### src/design/cavlc_defs.svh
`ifndef CAVLC_DEFS_SVH
`define CAVLC_DEFS_SVH

// frame geometry in 4x4 blocks, width kept a power of two
`define CAVLC_FRAME_W_LOG2  3
`define CAVLC_FRAME_W_BLK   8
`define CAVLC_FRAME_H_BLK   6
`define CAVLC_Y_BITS        3
`define CAVLC_POS_BITS      6     // y and x fields side by side

`define CAVLC_TC_BITS       5     // totalcoeff 0..16
`define CAVLC_NC_BITS       5     // nC up to 16
`define CAVLC_CLASS_BITS    2

// lower nC bound of coeff_token table classes 1, 2 and 3
`define CAVLC_NC_CLASS1     2
`define CAVLC_NC_CLASS2     4
`define CAVLC_NC_CLASS3     8

`endif

### src/design/cavlc_pkg.sv
`include "cavlc_defs.svh"

package cavlc_pkg;

    // y in the upper bits so the raster index carries from x into y
    typedef struct packed {
        logic [`CAVLC_Y_BITS-1:0]       y;
        logic [`CAVLC_FRAME_W_LOG2-1:0] x;
    } blk_xy_t;

    // the same block position seen as one linear count or as coordinates
    typedef union packed {
        logic [`CAVLC_POS_BITS-1:0] idx;   // raster index, incremented
        blk_xy_t                    xy;    // coordinate view
    } blk_pos_u;

    typedef enum logic [1:0] {
        IDLE,
        LOOKUP,     // nc presented for one cycle
        WAIT_TC,    // hold until totalcoeff arrives
        DONE
    } scan_state_e;

endpackage

### src/design/blk_scan_if.sv
`timescale 1ns/1ns
`include "cavlc_defs.svh"

interface blk_scan_if;

    cavlc_pkg::blk_pos_u              pos;         // current block
    logic                             wen;         // context write strobe
    logic [`CAVLC_TC_BITS-1:0]        totalcoeff;  // decoded value of current block
    logic [`CAVLC_NC_BITS-1:0]        nc;          // predicted nC
    logic [`CAVLC_CLASS_BITS-1:0]     vlc_class;   // coeff_token table class

    modport src (
        output pos
    );

    modport ctrl (
        output wen
    );

    modport ctx (
        input  pos,
        input  wen,
        input  totalcoeff,
        output nc,
        output vlc_class
    );

endinterface

### src/design/blk_pos_counter.sv
`timescale 1ns/1ns
`include "cavlc_defs.svh"

module blk_pos_counter (
    input  logic    clk,
    input  logic    rst,
    input  logic    clear,
    input  logic    advance,
    blk_scan_if.src scan,
    output logic    last
);

    logic x_at_max;
    logic y_at_max;

    // raster walk, x wraps straight into y since width is a power of two
    always_ff @(posedge clk) begin
        if (rst) begin
            scan.pos.idx <= '0;
        end else if (clear) begin
            scan.pos.idx <= '0;                    // new frame starts at (0,0)
        end else if (advance) begin
            scan.pos.idx <= scan.pos.idx + 1'b1;
        end
    end

    assign x_at_max = (scan.pos.xy.x == `CAVLC_FRAME_W_LOG2'(`CAVLC_FRAME_W_BLK - 1));
    assign y_at_max = (scan.pos.xy.y == `CAVLC_Y_BITS'(`CAVLC_FRAME_H_BLK - 1));

    // bottom right block of the frame
    assign last = x_at_max && y_at_max;

endmodule

### src/design/cavlc_ctx_fsm.sv
`timescale 1ns/1ns

module cavlc_ctx_fsm (
    input  logic     clk,
    input  logic     rst,
    input  logic     frame_start,
    input  logic     tc_valid,
    input  logic     last,
    output logic     clear,
    output logic     advance,
    output logic     nc_valid,
    output logic     frame_done,
    output logic     busy,
    blk_scan_if.ctrl scan
);

    cavlc_pkg::scan_state_e state;
    cavlc_pkg::scan_state_e state_nxt;
    logic                   tc_accept;

    always_ff @(posedge clk) begin
        if (rst) begin
            state <= cavlc_pkg::IDLE;
        end else begin
            state <= state_nxt;
        end
    end

    // totalcoeff only counts while waiting for it
    assign tc_accept = (state == cavlc_pkg::WAIT_TC) && tc_valid;

    always_comb begin
        state_nxt = state;
        case (state)
            cavlc_pkg::IDLE: begin
                if (frame_start) begin
                    state_nxt = cavlc_pkg::LOOKUP;
                end
            end
            cavlc_pkg::LOOKUP: begin
                state_nxt = cavlc_pkg::WAIT_TC;    // nc shown for one cycle only
            end
            cavlc_pkg::WAIT_TC: begin
                if (tc_valid) begin
                    state_nxt = last ? cavlc_pkg::DONE : cavlc_pkg::LOOKUP;
                end
            end
            cavlc_pkg::DONE: begin
                state_nxt = cavlc_pkg::IDLE;
            end
            default: begin
                state_nxt = cavlc_pkg::IDLE;
            end
        endcase
    end

    assign clear    = (state == cavlc_pkg::IDLE) && frame_start;  // rewind position
    assign scan.wen = tc_accept;                                   // store context now
    assign advance  = tc_accept && !last;     // position holds on the final block

    // strobes straight from the state
    assign nc_valid   = (state == cavlc_pkg::LOOKUP);
    assign frame_done = (state == cavlc_pkg::DONE);
    assign busy       = (state == cavlc_pkg::LOOKUP) || (state == cavlc_pkg::WAIT_TC);

endmodule

### src/design/nc_compute.sv
`timescale 1ns/1ns
`include "cavlc_defs.svh"

module nc_compute (
    input  logic    clk,
    input  logic    rst,
    blk_scan_if.ctx scan
);

    logic [`CAVLC_TC_BITS-1:0]       left_tc [`CAVLC_FRAME_H_BLK];  // one per row
    logic [`CAVLC_TC_BITS-1:0]       top_tc  [`CAVLC_FRAME_W_BLK];  // one per column
    logic [`CAVLC_FRAME_W_LOG2-1:0]  blk_x;
    logic [`CAVLC_Y_BITS-1:0]        blk_y;
    logic                            left_avail;
    logic                            top_avail;
    logic [`CAVLC_TC_BITS-1:0]       n_a;
    logic [`CAVLC_TC_BITS-1:0]       n_b;
    logic [`CAVLC_TC_BITS:0]         n_sum;     // one extra bit for a + b + 1

    assign blk_x = scan.pos.xy.x;
    assign blk_y = scan.pos.xy.y;

    // no slices here, so a neighbour exists whenever the coordinate is non-zero
    assign left_avail = (blk_x != '0);
    assign top_avail  = (blk_y != '0);

    // the entry for a row is the block just left of the current one,
    // the entry for a column is the block just above it
    always_ff @(posedge clk) begin
        if (rst) begin
            for (int i = 0; i < `CAVLC_FRAME_H_BLK; i++) begin
                left_tc[i] <= '0;
            end
            for (int j = 0; j < `CAVLC_FRAME_W_BLK; j++) begin
                top_tc[j] <= '0;
            end
        end else if (scan.wen) begin
            left_tc[blk_y] <= scan.totalcoeff;
            top_tc[blk_x]  <= scan.totalcoeff;
        end
    end

    assign n_a   = left_tc[blk_y];
    assign n_b   = top_tc[blk_x];
    assign n_sum = {1'b0, n_a} + {1'b0, n_b} + 1'b1;

    always_comb begin
        if (!left_avail && !top_avail) begin
            scan.nc = '0;                            // corner block
        end else if (left_avail && !top_avail) begin
            scan.nc = n_a;                           // top row
        end else if (!left_avail && top_avail) begin
            scan.nc = n_b;                           // left column
        end else begin
            scan.nc = n_sum[`CAVLC_TC_BITS:1];       // rounded average
        end
    end

    // coeff_token table class from nC
    always_comb begin
        if (scan.nc >= `CAVLC_NC_BITS'(`CAVLC_NC_CLASS3)) begin
            scan.vlc_class = 2'd3;
        end else if (scan.nc >= `CAVLC_NC_BITS'(`CAVLC_NC_CLASS2)) begin
            scan.vlc_class = 2'd2;
        end else if (scan.nc >= `CAVLC_NC_BITS'(`CAVLC_NC_CLASS1)) begin
            scan.vlc_class = 2'd1;
        end else begin
            scan.vlc_class = 2'd0;
        end
    end

endmodule

### src/design/cavlc_ctx_top.sv
`timescale 1ns/1ns
`include "cavlc_defs.svh"

module cavlc_ctx_top (
    input  logic                              clk,
    input  logic                              rst,
    input  logic                              frame_start,
    input  logic                              tc_valid,
    input  logic [`CAVLC_TC_BITS-1:0]         totalcoeff,
    output logic                              nc_valid,
    output logic [`CAVLC_NC_BITS-1:0]         nc,
    output logic [`CAVLC_CLASS_BITS-1:0]      vlc_class,
    output logic [`CAVLC_FRAME_W_LOG2-1:0]    block_x,
    output logic [`CAVLC_Y_BITS-1:0]          block_y,
    output logic                              frame_done,
    output logic                              busy
);

    logic clear;
    logic advance;
    logic last;

    blk_scan_if scan ();

    assign scan.totalcoeff = totalcoeff;

    blk_pos_counter blk_pos_counter_i (
        .clk     (clk),
        .rst     (rst),
        .clear   (clear),
        .advance (advance),
        .scan    (scan.src),
        .last    (last)
    );

    cavlc_ctx_fsm cavlc_ctx_fsm_i (
        .clk         (clk),
        .rst         (rst),
        .frame_start (frame_start),
        .tc_valid    (tc_valid),
        .last        (last),
        .clear       (clear),
        .advance     (advance),
        .nc_valid    (nc_valid),
        .frame_done  (frame_done),
        .busy        (busy),
        .scan        (scan.ctrl)
    );

    nc_compute nc_compute_i (
        .clk  (clk),
        .rst  (rst),
        .scan (scan.ctx)
    );

    assign nc        = scan.nc;
    assign vlc_class = scan.vlc_class;
    assign block_x   = scan.pos.xy.x;   // coordinate view of the position
    assign block_y   = scan.pos.xy.y;

endmodule

### config.mk
export PLATFORM = sky130hd
export DESIGN_NAME = cavlc_ctx_top
export DESIGN_NICKNAME = d
export VERILOG_FILES = /design/src/design/cavlc_pkg.sv /design/src/design/blk_scan_if.sv /design/src/design/blk_pos_counter.sv /design/src/design/cavlc_ctx_fsm.sv /design/src/design/nc_compute.sv /design/src/design/cavlc_ctx_top.sv
export VERILOG_INCLUDE_DIRS = /design/src /design/src/design
export SDC_FILE = /design/constraint.sdc
export NUM_CORES = 1
export LEC_CHECK = 0
export BUFFER_PORTS_ARGS = -buffer_cell sky130_fd_sc_hd__buf_2
export CAP_MARGIN = 30
export CORE_MARGIN = 1
export CORE_UTILIZATION = 39
export DETAILED_ROUTE_END_ITERATION = 10
export GPL_ROUTABILITY_DRIVEN = 0
export PLACE_DENSITY = 0.67
export SYNTH_ARGS = -nofsm -noshare
export SYNTH_HDL_FRONTEND = slang
export SYNTH_SLANG_ARGS = --single-unit
### constraint.sdc
create_clock -name clk -period 2.5 [get_ports clk]
set_input_delay 0.125 -clock clk [delete_from_list [all_inputs] [get_ports clk]]
set_output_delay 0.125 -clock clk [all_outputs]
set_load 0.01 [all_outputs]
==> impl_summary.txt <==
----------------------------------------------------
[Min path]
  Type of the tightest min-delay check ... in -> reg
  Depth of the worst hold-timing path ... 2

[Die]
  Initial Util ... between 40% and 50%
  Core Box Area ... 11500 um2
  Die extent in y ... around 110 um
  Die Outline Area ... around 12000 um2
  Row count ... 39
  Horiz. Die Dim ... ~110 um
  Number of top-level pins ... 25

[Clock tree]
  Number of buffers inserted during clock tree synthesis ... 9
  CTS Root Cell ... sky130_fd_sc_hd__clkbuf_16
  Worst-path clk slew ... 0.06 ns
  Clock tree from TritonCTS ... done
  H-tree depth ... 3
  Maximum clock path buffer count ... 2
  CTS Sinks ... 94
  Clock latency reported for the late side of the worst-skew pair ... ~0.34 ns
  Number of buffers inserted for hold repair after clock tree synthesis ... 0

[Final layout]
  Final Core Density ... 50.2%
  FILL cells ... about 1k
  Area taken by multi-input logic gates ... slightly below 2000 um2
  Fraction of final layout cells sized beyond drive strength 1 ... ~36%
  Synth-to-Final Area Change ... 24.1%
  Final #Nets ... 458
  Final design instance area without fill ... about 5800 um2
  Number of non-filler instances in the completed layout ... slightly below 600
  Antenna Cells ... 0
  Sequential standard cell area ... 2700 um2

[Routing]
  DRT antenna net count ... 0
  Number of detailed-route iterations in the first pass ... 7
  WL/cell ... around 18 um
  DR vias ... about 3.1k
  Number of design-rule violations left by the first detailed-router iteration ... between 200 and 250
  Wire length reported by the detailed router ... approximately 11 mm
  Per-cell via count in the routed design ... approximately 5.3
  Drt drc ... 2

[Timing]
  Final number of max-transition violations ... 0
  Worst clock skew ... 0.00838 ns
  Worst Hold Margin ... between 0.09 and 0.1 ns
  Endpoints failing hold ... 0
  Count of endpoints failing setup in the final report ... 7
  Unrepaired setup endpoints after global routing ... true
  Relative max-transition margin ... 59.7%
  Tmin final ... 3.11 ns
  Setup Total Neg Slack ... -3.22 ns
  Fmax ... about 320 MHz
  Transition time of the tightest slew-check pin ... 0.604 ns
  Slack of the critical path ... -0.608 ns
  Period utilisation layout ... 124%

[Power and ir drop]
  Sequential share of power ... 53.2%
  Clock network fraction of total power ... between 30% and 40%
  Post-layout total power ... 3.34 mW
  Leakage power total ... ~2.3 nW
  Internal portion of total power ... 2.57 mW
  Comb power frac ... under 10%
  Fraction of power spent switching nets ... a little under a quarter
  Largest voltage drop on the vdd net ... about 0.00042 V
  Switching power ... roughly 0.77 mW
  Ratio of total power to cell area ... 578 nW/um2

[Worst setup path]
  Crit end category ... output pin
  Kind of cell adding the most delay to the critical path ... compound AO/OA/AOI/OAI gates
  Highest cell delay on the worst timing path ... between 0.5 and 0.6 ns
  Logic depth of the worst setup path including buffers ... 12
  Series of cell instances along the critical path ... buf_12, mux4_2, mux2i_4, inv_2, ha_4, a21o_1, a21o_1, a211o_1, o2bb2ai_2, o2111a_1, o21ai_2, buf_2
  Critical-path maximum fanout ... 6
  Data arrival time of the worst path ... just under 3 ns
  Setup slack, reg-to-reg ... roughly 0.24 ns
  Critical Path Source Type ... flop
  Depth of the worst register-to-register path ... 7
  Data required time at the worst endpoint ... approximately 2.4 ns
  Critical path's most frequent cell ... sky130_fd_sc_hd__a21o_1
  CP Class ... reg -> out
  Count of buffering cells on the critical path with inverters included ... 3
  Highest-delay cell along the critical path ... sky130_fd_sc_hd__mux4_2

[Synth]
  EDFF count, synth ... 80
  Yosys warning total ... 0
  Number of cells produced by synthesis ... 361
  Most frequently used flop master after synthesis ... sky130_fd_sc_hd__edfxtp_1
  Top-area cell type share of the netlist area ... between 50% and 60%
  Combined area of all synthesized cells ... 4660 um2
  Flip-flop and latch count after synthesis ... 94
  Count of different cell masters after synthesis ... 49
  Cell type contributing the most total cell area after synthesis ... sky130_fd_sc_hd__edfxtp_1
  Synthesized Nets ... approximately 380
  Sequential area share after synthesis ... 57.6%
  Share of async-settable or async-resettable flops after synthesis ... 0%
  Ranking of synthesized cells by area ... sky130_fd_sc_hd__edfxtp_1 52%, sky130_fd_sc_hd__dfxtp_1 6.0%, sky130_fd_sc_hd__and2_1 5.4%
  Syn avg cell area ... ~13 um2

[Placed design]
  Pre-CTS setup slack ... -0.507 ns
  Port-buffer cells ... 24
  Number of instances in the placed design ... roughly 560
  Hpwl dp ... 7.70 mm
  DP Area ... roughly 5200 um2

[Global routing]
  Total congestion overflow after global routing ... 0
  Number of antenna violations at the first check in global routing ... 0
  Overall routing resource usage ... between 10% and 20%
  Maximum number of pins on one net before global-route repair ... 16
  Via count of the first global-routing pass ... about 3.1k
  First-pass GRT wire length ... approximately 17 mm

[Job]
  MaxCap Viol Count ... 0

[Outcome]
  Failing checks ... DRC, setup timing
  Outcome ... finished with violations

----------------------------------------------------
power groups by stage:
stage,clock [mW],sequential [mW],combinational (mW)
floorplan,0,1.80,0.188
finish,1.23,1.78,0.332
detailed placement,0,1.82,0.290
CTS,1.24,1.78,0.316
global placement,0,1.81,0.281
global route,1.31,1.78,0.362
what timing repair did:
action / 4_1_cts / 5_1_grt
gates cloned: 0 / 0
gates resized for setup: 37 / 9
setup buffers: 9 / 4
pin swaps: 5 / 5
endpoints found under the setup margin: 7 / 7
cell type report:
| class | count | share of cell area, % |
|---|---|---|
| Sequential cell | 94 | 46.7 |
| Timing Repair Buffer | 80 | 10.5 |
| Tap cell | 143 | 3.10 |
| Clock inverter | 7 | 0.693 |
| Inverter | 14 | 0.909 |
| Clock buffer | 9 | 3.90 |
| Multi-Input combinational cell | 237 | 34.2 |
cells by family (layout without fill, tap and decap cells):
kind of cell | after synthesis | count (layout) | synth area share (%)
flip-flops | 94 | 94 | 57.6
AND/OR/NAND/NOR | 157 | 157 | 18.1
AO/OA/AOI/OAI | 31 | 31 | 4.57
multiplexers | 32 | 32 | 11.9
XOR/XNOR | 4 | 4 | 0.752
adder cells (fa/ha/maj) | 13 | 13 | 3.65
buffers and inverters | 30 | 110 | 3.47
Yosys cell counts, types with 7 or more instances:
cell,number
sky130_fd_sc_hd__edfxtp_1,80
sky130_fd_sc_hd__and2_1,40
sky130_fd_sc_hd__nor2_1,38
sky130_fd_sc_hd__nand2_1,21
sky130_fd_sc_hd__dfxtp_1,14
sky130_fd_sc_hd__inv_1,14
sky130_fd_sc_hd__ha_1,12
sky130_fd_sc_hd__mux4_2,11
sky130_fd_sc_hd__nor3_1,10
sky130_fd_sc_hd__clkbuf_1,8
sky130_fd_sc_hd__mux2_2,8
sky130_fd_sc_hd__or2_2,8
sky130_fd_sc_hd__mux2i_1,7
registers in the layout (all words and copies together), names as in the netlist, named ones only:
signal and cells:
cavlc_ctx_fsm_i.state 2, blk_pos_counter_i.scan.pos 6, nc_compute_i.left_tc 40, nc_compute_i.top_tc 40
worst register-to-register path, cell delays in order, from the launching register on:
cell and delay, ns:
sky130_fd_sc_hd__dfxtp_1 0.35, sky130_fd_sc_hd__inv_1 0.11, sky130_fd_sc_hd__ha_1 0.24, sky130_fd_sc_hd__nand2_1 0.09
sky130_fd_sc_hd__nor2_1 0.29, sky130_fd_sc_hd__nand2_1 0.14, sky130_fd_sc_hd__or3_1 0.44, sky130_fd_sc_hd__nand2b_1 0.29
path summary, 6_finish.rpt:
kind                                               from                                       end
hold / removal                                      rst     cavlc_ctx_fsm_i.state[1]$_SDFFE_PP0P_
setup / recovery                                   flop                              vlc_class[0]
setup reg to reg  cavlc_ctx_fsm_i.state[0]$_SDFFE_PP0P_  nc_compute_i.left_tc[2][1]$_SDFFCE_PN0P_
hold reg to reg   cavlc_ctx_fsm_i.state[0]$_SDFFE_PP0P_     cavlc_ctx_fsm_i.state[0]$_SDFFE_PP0P_
placed cells by master, fill, tap and decap left out, drive strengths merged, types with 5 or more instances in the layout:
cell,count
nand2b,6
nor2b,6
and2,41
nor2,38
and3,6
buf,80
ha,12
dfxtp,14
nor3,10
a21o,5
a21oi,6
nand2,21
inv,15
mux4,16
clkbuf,9
mux2i,8
edfxtp,80
o21ai,6
nor3b,5
mux2,8
clkinv,6
or2,9
metal layers:
metal | routed length, um | track usage, %
met1 | 5020 | 24.4
met5 | 0 | 0
met3 | 350 | 3.34
met2 | 5080 | 29.0
met4 | 203 | 6.76
Note: power is estimated with default switching activity, not from simulation.
